[src/rv_defs.svh]
`ifndef RV_DEFS_SVH
`define RV_DEFS_SVH

// ----------------------------------------------------------------------
// Core-wide sizes and constants
// ----------------------------------------------------------------------

// Instruction memory depth in words, as an address width
`define RV_IMEM_AW 10

// Data memory depth in words, as an address width
`define RV_DMEM_AW 10

// First fetch address out of reset
`define RV_RESET_PC 32'h0000_0000

// ADDI x0,x0,0
// Filler for flushed and empty pipeline slots
`define RV_NOP 32'h0000_0013

`endif
[src/rv_ctrl_pkg.sv]
package rv_ctrl_pkg;

  // ----------------------------------------------------------------------
  // Control encodings passed down the pipeline
  // ----------------------------------------------------------------------

  // ALU function, picked in decode
  typedef enum logic [2:0] {
    ALU_ADD    = 3'd0,
    ALU_SUB    = 3'd1,
    ALU_AND    = 3'd2,
    ALU_OR     = 3'd3,
    ALU_XOR    = 3'd4,
    ALU_SLT    = 3'd5,
    // Operand B straight through, for LUI
    ALU_PASS_B = 3'd6
  } rv_alu_op_e;

  // Source of the register write-back value
  typedef enum logic [1:0] {
    RES_ALU      = 2'd0,
    RES_MEM      = 2'd1,
    // Link address of JAL
    RES_PC_PLUS4 = 2'd2
  } rv_res_src_e;

endpackage

[src/rv_isa_pkg.sv]
package rv_isa_pkg;

  // ----------------------------------------------------------------------
  // Instruction formats, MSB first
  // ----------------------------------------------------------------------

  typedef struct packed {
    logic [6:0] funct7;
    logic [4:0] rs2;
    logic [4:0] rs1;
    logic [2:0] funct3;
    logic [4:0] rd;
    logic [6:0] opcode;
  } rv_r_fmt_t;

  typedef struct packed {
    logic [11:0] imm;
    logic [4:0]  rs1;
    logic [2:0]  funct3;
    logic [4:0]  rd;
    logic [6:0]  opcode;
  } rv_i_fmt_t;

  typedef struct packed {
    logic [6:0] imm_hi;
    logic [4:0] rs2;
    logic [4:0] rs1;
    logic [2:0] funct3;
    logic [4:0] imm_lo;
    logic [6:0] opcode;
  } rv_s_fmt_t;

  // Branch offset bits scattered over the word
  typedef struct packed {
    logic       imm12;
    logic [5:0] imm10_5;
    logic [4:0] rs2;
    logic [4:0] rs1;
    logic [2:0] funct3;
    logic [3:0] imm4_1;
    logic       imm11;
    logic [6:0] opcode;
  } rv_b_fmt_t;

  typedef struct packed {
    logic [19:0] imm;
    logic [4:0]  rd;
    logic [6:0]  opcode;
  } rv_u_fmt_t;

  typedef struct packed {
    logic       imm20;
    logic [9:0] imm10_1;
    logic       imm11;
    logic [7:0] imm19_12;
    logic [4:0] rd;
    logic [6:0] opcode;
  } rv_j_fmt_t;

  // One fetched word, viewed in every format
  typedef union packed {
    rv_r_fmt_t r;
    rv_i_fmt_t i;
    rv_s_fmt_t s;
    rv_b_fmt_t b;
    rv_u_fmt_t u;
    rv_j_fmt_t j;
  } rv_instr_u;

  // ----------------------------------------------------------------------
  // Opcodes
  // ----------------------------------------------------------------------

  localparam logic [6:0] OPC_OP     = 7'b0110011;
  localparam logic [6:0] OPC_OP_IMM = 7'b0010011;
  localparam logic [6:0] OPC_LUI    = 7'b0110111;
  localparam logic [6:0] OPC_LOAD   = 7'b0000011;
  localparam logic [6:0] OPC_STORE  = 7'b0100011;
  localparam logic [6:0] OPC_BRANCH = 7'b1100011;
  localparam logic [6:0] OPC_JAL    = 7'b1101111;
  localparam logic [6:0] OPC_SYSTEM = 7'b1110011;

  // funct3 and funct7 values of the supported subset
  localparam logic [2:0] F3_ADD_SUB = 3'b000;
  localparam logic [2:0] F3_SLT     = 3'b010;
  localparam logic [2:0] F3_XOR     = 3'b100;
  localparam logic [2:0] F3_OR      = 3'b110;
  localparam logic [2:0] F3_AND     = 3'b111;
  localparam logic [2:0] F3_LW      = 3'b010;
  localparam logic [2:0] F3_SW      = 3'b010;
  localparam logic [2:0] F3_BEQ     = 3'b000;
  localparam logic [2:0] F3_BNE     = 3'b001;
  localparam logic [2:0] F3_PRIV    = 3'b000;
  localparam logic [6:0] F7_SUB     = 7'b0100000;

  // EBREAK lives in the I-format immediate
  localparam logic [11:0] F12_EBREAK = 12'h001;

endpackage

[src/rv_core.sv]
module rv_core
  import rv_ctrl_pkg::*;
(
  input  logic        clk,
  input  logic        rst_n,
  output logic        imem_ren,
  output logic [31:0] imem_raddr,
  input  logic [31:0] imem_rdata,
  output logic        dmem_ren,
  output logic [31:0] dmem_raddr,
  input  logic [31:0] dmem_rdata,
  output logic        dmem_we,
  output logic [31:0] dmem_waddr,
  output logic [31:0] dmem_wdata,
  output logic [3:0]  dmem_wstrb,
  output logic        ebreak
);

  // ----------------------------------------------------------------------
  // Stage to stage wiring
  // ----------------------------------------------------------------------

  // Fetch to decode
  logic [31:0] instr_id;
  logic [31:0] pc_id;
  logic        halt_fetch;

  // Decode to hazard unit
  logic [4:0]  rs1_id;
  logic [4:0]  rs2_id;
  logic        rs1_used_id;
  logic        rs2_used_id;

  // Decode to execute
  logic        reg_write_ex;
  logic        mem_read_ex;
  logic        mem_write_ex;
  logic        is_branch_ex;
  logic        branch_ne_ex;
  logic        is_jump_ex;
  logic        is_ebreak_ex;
  rv_alu_op_e  alu_op_ex;
  logic        alu_b_imm_ex;
  rv_res_src_e res_src_ex;
  logic [4:0]  rd_ex;
  logic [31:0] rs1_data_ex;
  logic [31:0] rs2_data_ex;
  logic [31:0] imm_ex;
  logic [31:0] pc_ex;

  // Execute back to fetch
  logic        pc_sel;
  logic [31:0] redirect_target;

  // Execute to memory
  logic        reg_write_mem;
  logic        mem_read_mem;
  logic        mem_write_mem;
  logic        is_ebreak_mem;
  rv_res_src_e res_src_mem;
  logic [4:0]  rd_mem;
  logic [31:0] alu_result_mem;
  logic [31:0] rs2_data_mem;
  logic [31:0] pc_plus4_mem;

  // Write-back to register file
  logic [4:0]  rd_wb;
  logic        reg_write_wb;
  logic [31:0] rd_data_wb;

  // Interlock and flush
  logic        stall;
  logic        flush_id;
  logic        flush_ex;

  // ----------------------------------------------------------------------
  // Stages
  // ----------------------------------------------------------------------

  rv_stage_if stage_if (.*);

  rv_stage_id stage_id (.*);

  rv_hazard hazard (.*);

  rv_stage_ex stage_ex (.*);

  // Memory access and write-back together
  rv_stage_mem_wb stage_mem_wb (.*);

endmodule

[src/rv_stage_mem_wb.sv]
module rv_stage_mem_wb
  import rv_ctrl_pkg::*;
(
  input  logic        clk,
  input  logic        rst_n,
  input  logic        reg_write_mem,
  input  logic        mem_read_mem,
  input  logic        mem_write_mem,
  input  logic        is_ebreak_mem,
  input  rv_res_src_e res_src_mem,
  input  logic [4:0]  rd_mem,
  input  logic [31:0] alu_result_mem,
  input  logic [31:0] rs2_data_mem,
  input  logic [31:0] pc_plus4_mem,
  output logic        dmem_ren,
  output logic [31:0] dmem_raddr,
  input  logic [31:0] dmem_rdata,
  output logic        dmem_we,
  output logic [31:0] dmem_waddr,
  output logic [31:0] dmem_wdata,
  output logic [3:0]  dmem_wstrb,
  output logic [4:0]  rd_wb,
  output logic        reg_write_wb,
  output logic [31:0] rd_data_wb,
  output logic        ebreak
);

  rv_res_src_e res_src_wb;
  logic        is_ebreak_wb;
  logic [31:0] alu_result_wb;
  logic [31:0] load_data_wb;
  logic [31:0] pc_plus4_wb;

  // ----------------------------------------------------------------------
  // Data memory, zero-latency read
  // ----------------------------------------------------------------------

  assign dmem_ren   = mem_read_mem;
  assign dmem_raddr = alu_result_mem;
  assign dmem_we    = mem_write_mem;
  assign dmem_waddr = alu_result_mem;
  assign dmem_wdata = rs2_data_mem;
  // Full word stores only
  assign dmem_wstrb = {4{mem_write_mem}};

  // ----------------------------------------------------------------------
  // Memory to write-back register
  // ----------------------------------------------------------------------

  always_ff @(posedge clk) begin
    if (!rst_n) begin
      reg_write_wb <= 1'b0;
      is_ebreak_wb <= 1'b0;
      res_src_wb   <= RES_ALU;
      rd_wb        <= 5'd0;
    end else begin
      reg_write_wb <= reg_write_mem;
      is_ebreak_wb <= is_ebreak_mem;
      res_src_wb   <= res_src_mem;
      rd_wb        <= rd_mem;
    end
  end

  always_ff @(posedge clk) begin
    alu_result_wb <= alu_result_mem;
    load_data_wb  <= dmem_rdata;
    pc_plus4_wb   <= pc_plus4_mem;
  end

  // Write-back value select
  always_comb begin
    case (res_src_wb)
      RES_MEM:      rd_data_wb = load_data_wb;
      RES_PC_PLUS4: rd_data_wb = pc_plus4_wb;
      default:      rd_data_wb = alu_result_wb;
    endcase
  end

  // Halt flag, one cycle after EBREAK reaches write-back, held until reset
  always_ff @(posedge clk) begin
    if (!rst_n) begin
      ebreak <= 1'b0;
    end else begin
      ebreak <= ebreak || is_ebreak_wb;
    end
  end

endmodule

[src/rv_stage_ex.sv]
module rv_stage_ex
  import rv_ctrl_pkg::*;
(
  input  logic        clk,
  input  logic        rst_n,
  input  logic        reg_write_ex,
  input  logic        mem_read_ex,
  input  logic        mem_write_ex,
  input  logic        is_branch_ex,
  input  logic        branch_ne_ex,
  input  logic        is_jump_ex,
  input  logic        is_ebreak_ex,
  input  rv_alu_op_e  alu_op_ex,
  input  logic        alu_b_imm_ex,
  input  rv_res_src_e res_src_ex,
  input  logic [4:0]  rd_ex,
  input  logic [31:0] rs1_data_ex,
  input  logic [31:0] rs2_data_ex,
  input  logic [31:0] imm_ex,
  input  logic [31:0] pc_ex,
  output logic        pc_sel,
  output logic [31:0] redirect_target,
  output logic        reg_write_mem,
  output logic        mem_read_mem,
  output logic        mem_write_mem,
  output logic        is_ebreak_mem,
  output rv_res_src_e res_src_mem,
  output logic [4:0]  rd_mem,
  output logic [31:0] alu_result_mem,
  output logic [31:0] rs2_data_mem,
  output logic [31:0] pc_plus4_mem
);

  logic [31:0] alu_b;
  logic [31:0] alu_result;
  logic        operands_eq;
  logic        branch_taken;

  // ----------------------------------------------------------------------
  // ALU
  // ----------------------------------------------------------------------

  assign alu_b = alu_b_imm_ex ? imm_ex : rs2_data_ex;

  always_comb begin
    case (alu_op_ex)
      ALU_ADD:    alu_result = rs1_data_ex + alu_b;
      ALU_SUB:    alu_result = rs1_data_ex - alu_b;
      ALU_AND:    alu_result = rs1_data_ex & alu_b;
      ALU_OR:     alu_result = rs1_data_ex | alu_b;
      ALU_XOR:    alu_result = rs1_data_ex ^ alu_b;
      ALU_SLT:    alu_result = {31'd0, $signed(rs1_data_ex) < $signed(alu_b)};
      ALU_PASS_B: alu_result = alu_b;
      default:    alu_result = '0;
    endcase
  end

  // ----------------------------------------------------------------------
  // Branch and jump resolution
  // ----------------------------------------------------------------------

  // BEQ on equal, BNE on not equal
  assign operands_eq     = (rs1_data_ex == rs2_data_ex);
  assign branch_taken    = is_branch_ex && (operands_eq ^ branch_ne_ex);
  assign pc_sel          = branch_taken || is_jump_ex;
  assign redirect_target = pc_ex + imm_ex;

  // ----------------------------------------------------------------------
  // Execute to memory register
  // ----------------------------------------------------------------------

  always_ff @(posedge clk) begin
    if (!rst_n) begin
      reg_write_mem <= 1'b0;
      mem_read_mem  <= 1'b0;
      mem_write_mem <= 1'b0;
      is_ebreak_mem <= 1'b0;
      res_src_mem   <= RES_ALU;
      rd_mem        <= 5'd0;
    end else begin
      reg_write_mem <= reg_write_ex;
      mem_read_mem  <= mem_read_ex;
      mem_write_mem <= mem_write_ex;
      is_ebreak_mem <= is_ebreak_ex;
      res_src_mem   <= res_src_ex;
      rd_mem        <= rd_ex;
    end
  end

  // Results and store data
  always_ff @(posedge clk) begin
    alu_result_mem <= alu_result;
    rs2_data_mem   <= rs2_data_ex;
    pc_plus4_mem   <= pc_ex + 32'd4;
  end

endmodule

[src/rv_hazard.sv]
module rv_hazard (
  input  logic [4:0] rs1_id,
  input  logic [4:0] rs2_id,
  input  logic       rs1_used_id,
  input  logic       rs2_used_id,
  input  logic [4:0] rd_ex,
  input  logic       reg_write_ex,
  input  logic [4:0] rd_mem,
  input  logic       reg_write_mem,
  input  logic       pc_sel,
  output logic       stall,
  output logic       flush_id,
  output logic       flush_ex
);

  logic rs1_pending;
  logic rs2_pending;

  // Source waits for a write still in execute or memory
  // Write-back needs no wait thanks to the register file write-through
  function automatic logic pending(input logic [4:0] rs, input logic used);
    logic hit_ex;
    logic hit_mem;
    hit_ex  = reg_write_ex && (rd_ex == rs);
    hit_mem = reg_write_mem && (rd_mem == rs);
    return used && (rs != 5'd0) && (hit_ex || hit_mem);
  endfunction

  assign rs1_pending = pending(rs1_id, rs1_used_id);
  assign rs2_pending = pending(rs2_id, rs2_used_id);

  // Taken branch or JAL kills the two younger slots
  assign flush_id = pc_sel;
  assign flush_ex = pc_sel;

  // Flushed decode slot has nothing to wait for
  assign stall = (rs1_pending || rs2_pending) && !pc_sel;

endmodule

[src/rv_stage_id.sv]
module rv_stage_id
  import rv_isa_pkg::*;
  import rv_ctrl_pkg::*;
(
  input  logic        clk,
  input  logic        rst_n,
  input  logic [31:0] instr_id,
  input  logic [31:0] pc_id,
  input  logic        stall,
  input  logic        flush_ex,
  input  logic [4:0]  rd_wb,
  input  logic        reg_write_wb,
  input  logic [31:0] rd_data_wb,
  output logic [4:0]  rs1_id,
  output logic [4:0]  rs2_id,
  output logic        rs1_used_id,
  output logic        rs2_used_id,
  output logic        halt_fetch,
  output logic        reg_write_ex,
  output logic        mem_read_ex,
  output logic        mem_write_ex,
  output logic        is_branch_ex,
  output logic        branch_ne_ex,
  output logic        is_jump_ex,
  output logic        is_ebreak_ex,
  output rv_alu_op_e  alu_op_ex,
  output logic        alu_b_imm_ex,
  output rv_res_src_e res_src_ex,
  output logic [4:0]  rd_ex,
  output logic [31:0] rs1_data_ex,
  output logic [31:0] rs2_data_ex,
  output logic [31:0] imm_ex,
  output logic [31:0] pc_ex
);

  rv_instr_u   ins;
  logic        reg_write;
  logic        mem_read;
  logic        mem_write;
  logic        is_branch;
  logic        branch_ne;
  logic        is_jump;
  logic        is_ebreak;
  rv_alu_op_e  alu_op;
  logic        alu_b_imm;
  rv_res_src_e res_src;
  logic [31:0] imm;
  logic        bubble;

  // x1..x31, x0 is never stored
  logic [31:0] regs [1:31];

  assign ins    = instr_id;
  assign rs1_id = ins.r.rs1;
  assign rs2_id = ins.r.rs2;
  assign bubble = stall || flush_ex;

  // A flushed EBREAK must not stop fetch
  assign halt_fetch = is_ebreak && !flush_ex;

  // ----------------------------------------------------------------------
  // Decoder and immediates
  // ----------------------------------------------------------------------

  always_comb begin
    reg_write   = 1'b0;
    mem_read    = 1'b0;
    mem_write   = 1'b0;
    is_branch   = 1'b0;
    branch_ne   = 1'b0;
    is_jump     = 1'b0;
    is_ebreak   = 1'b0;
    alu_op      = ALU_ADD;
    alu_b_imm   = 1'b0;
    res_src     = RES_ALU;
    rs1_used_id = 1'b0;
    rs2_used_id = 1'b0;
    imm         = '0;
    case (ins.r.opcode)
      OPC_OP, OPC_OP_IMM: begin
        reg_write   = 1'b1;
        rs1_used_id = 1'b1;
        // Register form reads rs2, immediate form uses imm
        alu_b_imm   = (ins.r.opcode == OPC_OP_IMM);
        rs2_used_id = !alu_b_imm;
        imm         = {{20{ins.i.imm[11]}}, ins.i.imm};
        case (ins.r.funct3)
          F3_ADD_SUB: begin
            // SUB only exists in the register form
            if (!alu_b_imm && ins.r.funct7 == F7_SUB) begin
              alu_op = ALU_SUB;
            end
          end
          F3_SLT:  alu_op = ALU_SLT;
          F3_XOR:  alu_op = ALU_XOR;
          F3_OR:   alu_op = ALU_OR;
          F3_AND:  alu_op = ALU_AND;
          default: reg_write = 1'b0;
        endcase
      end
      OPC_LUI: begin
        reg_write = 1'b1;
        alu_b_imm = 1'b1;
        alu_op    = ALU_PASS_B;
        imm       = {ins.u.imm, 12'h000};
      end
      OPC_LOAD: begin
        // Word loads only
        reg_write   = (ins.i.funct3 == F3_LW);
        mem_read    = (ins.i.funct3 == F3_LW);
        rs1_used_id = 1'b1;
        alu_b_imm   = 1'b1;
        res_src     = RES_MEM;
        imm         = {{20{ins.i.imm[11]}}, ins.i.imm};
      end
      OPC_STORE: begin
        mem_write   = (ins.s.funct3 == F3_SW);
        rs1_used_id = 1'b1;
        rs2_used_id = 1'b1;
        alu_b_imm   = 1'b1;
        imm         = {{20{ins.s.imm_hi[6]}}, ins.s.imm_hi, ins.s.imm_lo};
      end
      OPC_BRANCH: begin
        is_branch   = (ins.b.funct3 == F3_BEQ) || (ins.b.funct3 == F3_BNE);
        branch_ne   = (ins.b.funct3 == F3_BNE);
        rs1_used_id = 1'b1;
        rs2_used_id = 1'b1;
        imm         = {{19{ins.b.imm12}}, ins.b.imm12, ins.b.imm11, ins.b.imm10_5,
                       ins.b.imm4_1, 1'b0};
      end
      OPC_JAL: begin
        reg_write = 1'b1;
        is_jump   = 1'b1;
        res_src   = RES_PC_PLUS4;
        imm       = {{11{ins.j.imm20}}, ins.j.imm20, ins.j.imm19_12, ins.j.imm11,
                     ins.j.imm10_1, 1'b0};
      end
      OPC_SYSTEM: begin
        is_ebreak = (ins.i.funct3 == F3_PRIV) && (ins.i.imm == F12_EBREAK);
      end
      default: begin
        // Unsupported opcode runs as a bubble
      end
    endcase
  end

  // ----------------------------------------------------------------------
  // Register file
  // ----------------------------------------------------------------------

  always_ff @(posedge clk) begin
    if (reg_write_wb && rd_wb != 5'd0) begin
      regs[rd_wb] <= rd_data_wb;
    end
  end

  // Same-cycle write-back value goes straight through
  function automatic logic [31:0] read_reg(input logic [4:0] addr);
    logic [31:0] val;
    if (addr == 5'd0) begin
      val = '0;
    end else if (reg_write_wb && rd_wb == addr) begin
      val = rd_data_wb;
    end else begin
      val = regs[addr];
    end
    return val;
  endfunction

  // ----------------------------------------------------------------------
  // Decode to execute register
  // ----------------------------------------------------------------------

  // Stall or flush leaves a cleared slot in execute
  always_ff @(posedge clk) begin
    if (!rst_n || bubble) begin
      reg_write_ex <= 1'b0;
      mem_read_ex  <= 1'b0;
      mem_write_ex <= 1'b0;
      is_branch_ex <= 1'b0;
      branch_ne_ex <= 1'b0;
      is_jump_ex   <= 1'b0;
      is_ebreak_ex <= 1'b0;
      alu_op_ex    <= ALU_ADD;
      alu_b_imm_ex <= 1'b0;
      res_src_ex   <= RES_ALU;
      rd_ex        <= 5'd0;
    end else begin
      reg_write_ex <= reg_write;
      mem_read_ex  <= mem_read;
      mem_write_ex <= mem_write;
      is_branch_ex <= is_branch;
      branch_ne_ex <= branch_ne;
      is_jump_ex   <= is_jump;
      is_ebreak_ex <= is_ebreak;
      alu_op_ex    <= alu_op;
      alu_b_imm_ex <= alu_b_imm;
      res_src_ex   <= res_src;
      rd_ex        <= ins.r.rd;
    end
  end

  // Operands and PC
  always_ff @(posedge clk) begin
    rs1_data_ex <= read_reg(rs1_id);
    rs2_data_ex <= read_reg(rs2_id);
    imm_ex      <= imm;
    pc_ex       <= pc_id;
  end

endmodule

[src/rv_stage_if.sv]
`include "rv_defs.svh"

module rv_stage_if (
  input  logic        clk,
  input  logic        rst_n,
  input  logic        stall,
  input  logic        flush_id,
  input  logic        pc_sel,
  input  logic [31:0] redirect_target,
  input  logic        halt_fetch,
  output logic        imem_ren,
  output logic [31:0] imem_raddr,
  input  logic [31:0] imem_rdata,
  output logic [31:0] instr_id,
  output logic [31:0] pc_id
);

  logic [31:0] pc;
  // Fetch running, off in reset and after EBREAK
  logic        fetch_en;
  // Sticky once EBREAK has passed decode
  logic        halted;
  logic        advance;

  // Move on only with a live fetch and no hold from decode
  assign advance    = fetch_en && !stall && !halt_fetch;
  assign imem_ren   = fetch_en;
  assign imem_raddr = pc;

  always_ff @(posedge clk) begin
    if (!rst_n) begin
      fetch_en <= 1'b0;
      halted   <= 1'b0;
    end else begin
      fetch_en <= !(halted || halt_fetch);
      halted   <= halted || halt_fetch;
    end
  end

  // ----------------------------------------------------------------------
  // Program counter
  // ----------------------------------------------------------------------

  // Redirect wins over a stall
  always_ff @(posedge clk) begin
    if (!rst_n) begin
      pc <= `RV_RESET_PC;
    end else if (pc_sel) begin
      pc <= redirect_target;
    end else if (advance) begin
      pc <= pc + 32'd4;
    end
  end

  // ----------------------------------------------------------------------
  // Fetch to decode register
  // ----------------------------------------------------------------------

  always_ff @(posedge clk) begin
    if (!rst_n || flush_id) begin
      instr_id <= `RV_NOP;
    end else if (stall) begin
      // Hold the word being decoded
      instr_id <= instr_id;
    end else if (advance) begin
      instr_id <= imem_rdata;
    end else begin
      // Idle or halted fetch feeds bubbles
      instr_id <= `RV_NOP;
    end
  end

  // Fetch address of the word entering decode
  always_ff @(posedge clk) begin
    if (!stall) begin
      pc_id <= pc;
    end
  end

endmodule

[config.mk]
export PLATFORM = sky130hd
export DESIGN_NAME = rv_core
export DESIGN_NICKNAME = d
export VERILOG_FILES = /design/src/rv_ctrl_pkg.sv /design/src/rv_isa_pkg.sv /design/src/rv_core.sv /design/src/rv_stage_mem_wb.sv /design/src/rv_stage_ex.sv /design/src/rv_hazard.sv /design/src/rv_stage_id.sv /design/src/rv_stage_if.sv
export VERILOG_INCLUDE_DIRS = /design/src
export SDC_FILE = /design/constraint.sdc
export NUM_CORES = 2
export LEC_CHECK = 0
export ABC_AREA = 0
export CORE_UTILIZATION = 60
export DETAILED_ROUTE_END_ITERATION = 10
export DONT_BUFFER_PORTS = 1
export PLACE_DENSITY = 0.76
export SLEW_MARGIN = 20
export SYNTH_ARGS = -nofsm -noshare
export SYNTH_HDL_FRONTEND = slang
export SYNTH_HIERARCHICAL = 1
export SYNTH_SLANG_ARGS = --single-unit
[constraint.sdc]
create_clock -name clk -period 9.5 [get_ports clk]
set_input_delay 1.9 -clock clk [delete_from_list [all_inputs] [get_ports clk]]
set_output_delay 1.9 -clock clk [all_outputs]
set_load 0.01 [all_outputs]
==> metrics.md <==
| Metric | Value |
|---|---|
| Outcome | `finished clean` |
| Area after DPL | `approximately 70000 um2` |
| Post-CTS Setup Repair Bufs | `0` |
| Leakage | `24.9 nW` |
| Clock tree buffer depth | `3` |
| Unrepaired setup endpoints after global routing | `false` |
| Hold_ws | `327 ps` |
| TritonRoute pass-1 iters | `6` |
| Register bit total from synthesis | `1449` |
| Most frequent cell after synthesis | `edfxtp_1` |
| Fin crit share | `between 50% and 60%` |
| Largest net degree at the start of global routing | `between 100 and 150` |
| Detailed-route via count | `46.5k` |
| H-tree depth | `4` |
| Worst Tran Pin Value | `1220 ps` |
| Grt total ovfl | `0` |
| Crit end category | `register` |
| Worst Path Required | `about 10000 ps` |
| Crit Path Category | `register to register` |
| Post-Syn Instances | `roughly 4.9k` |
| VDD IR max | `0.000179 V` |
| Die W | `between 300 and 400 um` |
| Post-Syn Nets | `between 5k and 6k` |
| Post-CTS sizing | `0` |
| Total CTS buffers | `147` |
| Root Buffer | `clkbuf_16` |
| Full die area | `117000 um2` |
| Slew Limit Headroom | `17.5%` |
| Count of cell types in the netlist | `100` |
| Vias in the first global route | `between 40k and 50k` |
| Initial antenna violation count | `32` |
| Nets | `roughly 5.0k` |
| Ranking of synthesized cells by area | `edfxtp_1, mux4_2, dfxtp_1` |
| Core Rows | `124` |
| Top cells by count, synth | `edfxtp_1, mux4_2, dfxtp_1, nor2_1, nand2_1` |
| Final Critical Period | `5280 ps` |
| Worst EP arrival | `between 5000 and 6000 ps` |
| Number of synthesis warnings | `6` |
| Class of the worst hold path | `register to register` |
| Maxcap violations | `0` |
| Clk_skew | `30.1 ps` |
| Initial core utilization | `between 60% and 70%` |
| Global placement routability congestion | `0.976` |
| TritonCTS clock tree | `built` |
| Synth top area share | `44.4%` |
| Placed wire-length estimate | `139000 um` |
| Gr usage total | `between 30% and 40%` |
| Main synth FF type | `edfxtp_1` |
| Hold Buf Count CTS | `0` |
| Mapped Area | `between 60000 and 70000 um2` |
| Sequential area share after synthesis | `56.7%` |
| Starting DRT DRC Count | `6637` |
| Vias per cell | `around 7.3` |
| Hold Fails Final Rpt | `0` |
| Final wirelength | `222000 um` |
| Top-Level Pins | `about 200` |
| Antenna-violating nets left | `0` |
| DRC | `0` |
| IO Port Bufs | `0` |
| Ys async rst share | `0%` |
| Wirelength per Cell | `35.0 um` |
| Max Transition Viols Final | `0` |
| Area leader, netlist | `edfxtp_1` |
| Mean Syn Cell Area | `14.2 um2` |
| CP Launch Type | `register` |
| Post-synth EDFFs | `between 1k and 1.5k` |
| Reg clk slew, reported paths | `60 ps` |
| Pwr dens | `between 200 and 250 nW/um2` |
| CTS Sinks | `around 1.4k` |
| Final Instance Area | `74900 um2` |
| Final setup viols | `0` |
| Layout cells sized above 1 | `19.5%` |
| Peak Freq | `0.189 GHz` |
| Die Y | `about 340 um` |
| Synthesis-to-finish area growth | `8.19%` |
| Clk_lat worst skew | `770 ps` |
| Core box area | `approximately 110000 um2` |
| First-pass GRT wire length | `314000 um` |
| CP max FO | `37` |
| Setup TNS | `0 ps` |
==> cell type report <==
type	count	area [um2]
fillers	7721	39500
flip-flops and latches	1449	39300
multi-input cells	2879	27500
clock buffers	185	4020
well taps	1512	1890
repair buffers	120	951
clock inverters	79	712
inverters	130	488
diodes	10	25.0
==> flip-flops by register name, indices dropped and copies added (netlist names), 2 cells and up <==
register,flops
stage_id/res_src_ex,2
stage_ex/res_src_mem,2
stage_id/rs2_data_ex,32
stage_id/alu_op_ex,3
stage_ex/rs2_data_mem,32
stage_id/imm_ex,32
stage_mem_wb/res_src_wb,2
stage_ex/alu_result_mem,32
stage_mem_wb/rd_wb,5
stage_id/pc_ex,32
stage_id/rd_ex,5
stage_if/instr_id,32
stage_if/pc_id,32
stage_mem_wb/load_data_wb,32
stage_ex/rd_mem,5
stage_id/rs1_data_ex,32
stage_if/imem_raddr,32
stage_id/regs,992
stage_ex/pc_plus4_mem,32
stage_mem_wb/alu_result_wb,32
stage_mem_wb/pc_plus4_wb,32
==> report_power, final <==
part	total [mW]	internal, mW	switching [mW]
logic	2.32	0.733	1.59
clock network	5.71	3.23	2.48
registers	7.75	7.43	0.326
==> per-layer routing <==
metal / wire (um) / global-route usage, % / share of wire, %
met4: 18400 / 26.2 / 8.3
met3: 30400 / 11.5 / 14
met1: 73700 / 46.4 / 33
met2: 99800 / 57.2 / 45
met5: 159 / 0 / 0.071
==> worst max-delay path, cell delays in order (launching register included) <==
cell and delay [ps]:
dfxtp_1 350, xnor2_1 400, nand4_1 180, nor4_1 410, nand2_1 340, xnor2_1 240
a21o_1 130, buf_4 380, nor3b_1 100, a22o_2 510, or3b_1 610, nor4_1 840
a21oi_1 140, or3b_2 470
==> through the flow <==
| step | power, mW | utilization [%] | worst slack [ps] | cells |
|---|---|---|---|---|
| 2_1_floorplan | 9.37 | - | 4990 | 4892 |
| 4_1_cts | 15.7 | 65.5 | 4090 | 6354 |
| 5_1_grt | 16.2 | 65.5 | 4150 | 6357 |
| 3_3_place_gp | 10.1 | 61.3 | 4210 | 6090 |
| 6_report | 15.8 | 65.5 | 4220 | 6364 |
| 3_5_place_dp | 10.1 | 61.3 | 4120 | 6090 |
==> placed cells by master, fill, tap and decap left out, drive strengths merged, types with 71 or more instances in the layout <==
cell type	instances
inv	136
clkbuf	185
nand2	219
buf	120
dfxtp	425
mux2i	205
nand3	76
o22ai	71
o21ai	190
a211oi	110
mux4	427
ha	157
xnor2	116
nor2	246
a21oi	141
a22oi	79
edfxtp	1024
==> final timing paths <==
check / from / endpoint / slack (ps) / depth (start not counted)
worst max-delay path: stage_id/rs1_data_ex[27] / stage_if/imem_raddr[31] / 4220 / 13
worst min-delay path: stage_ex/pc_plus4_mem[20] / stage_mem_wb/pc_plus4_wb[20] / 330 / 0
worst max register to register: stage_id/rs1_data_ex[27] / stage_if/imem_raddr[31] / 4220 / 13
worst min register to register: stage_ex/pc_plus4_mem[20] / stage_mem_wb/pc_plus4_wb[20] / 330 / 0
==> cell families (layout without fill, tap and decap cells) <==
logic type	count (synthesis)	count (layout)	synth area share (%)
DFF	1449	1449	56.7
other	0	10	0
AOI/OAI and AO/OA	1005	1005	10.3
adders and majority gates	160	160	2.92
xor gates and xnor gates	146	146	1.85
muxes	671	671	17.5
and+or+nand+nor	897	897	6.46
buffers and inverters	564	514	4.29
(Power assumes the default switching activity.)
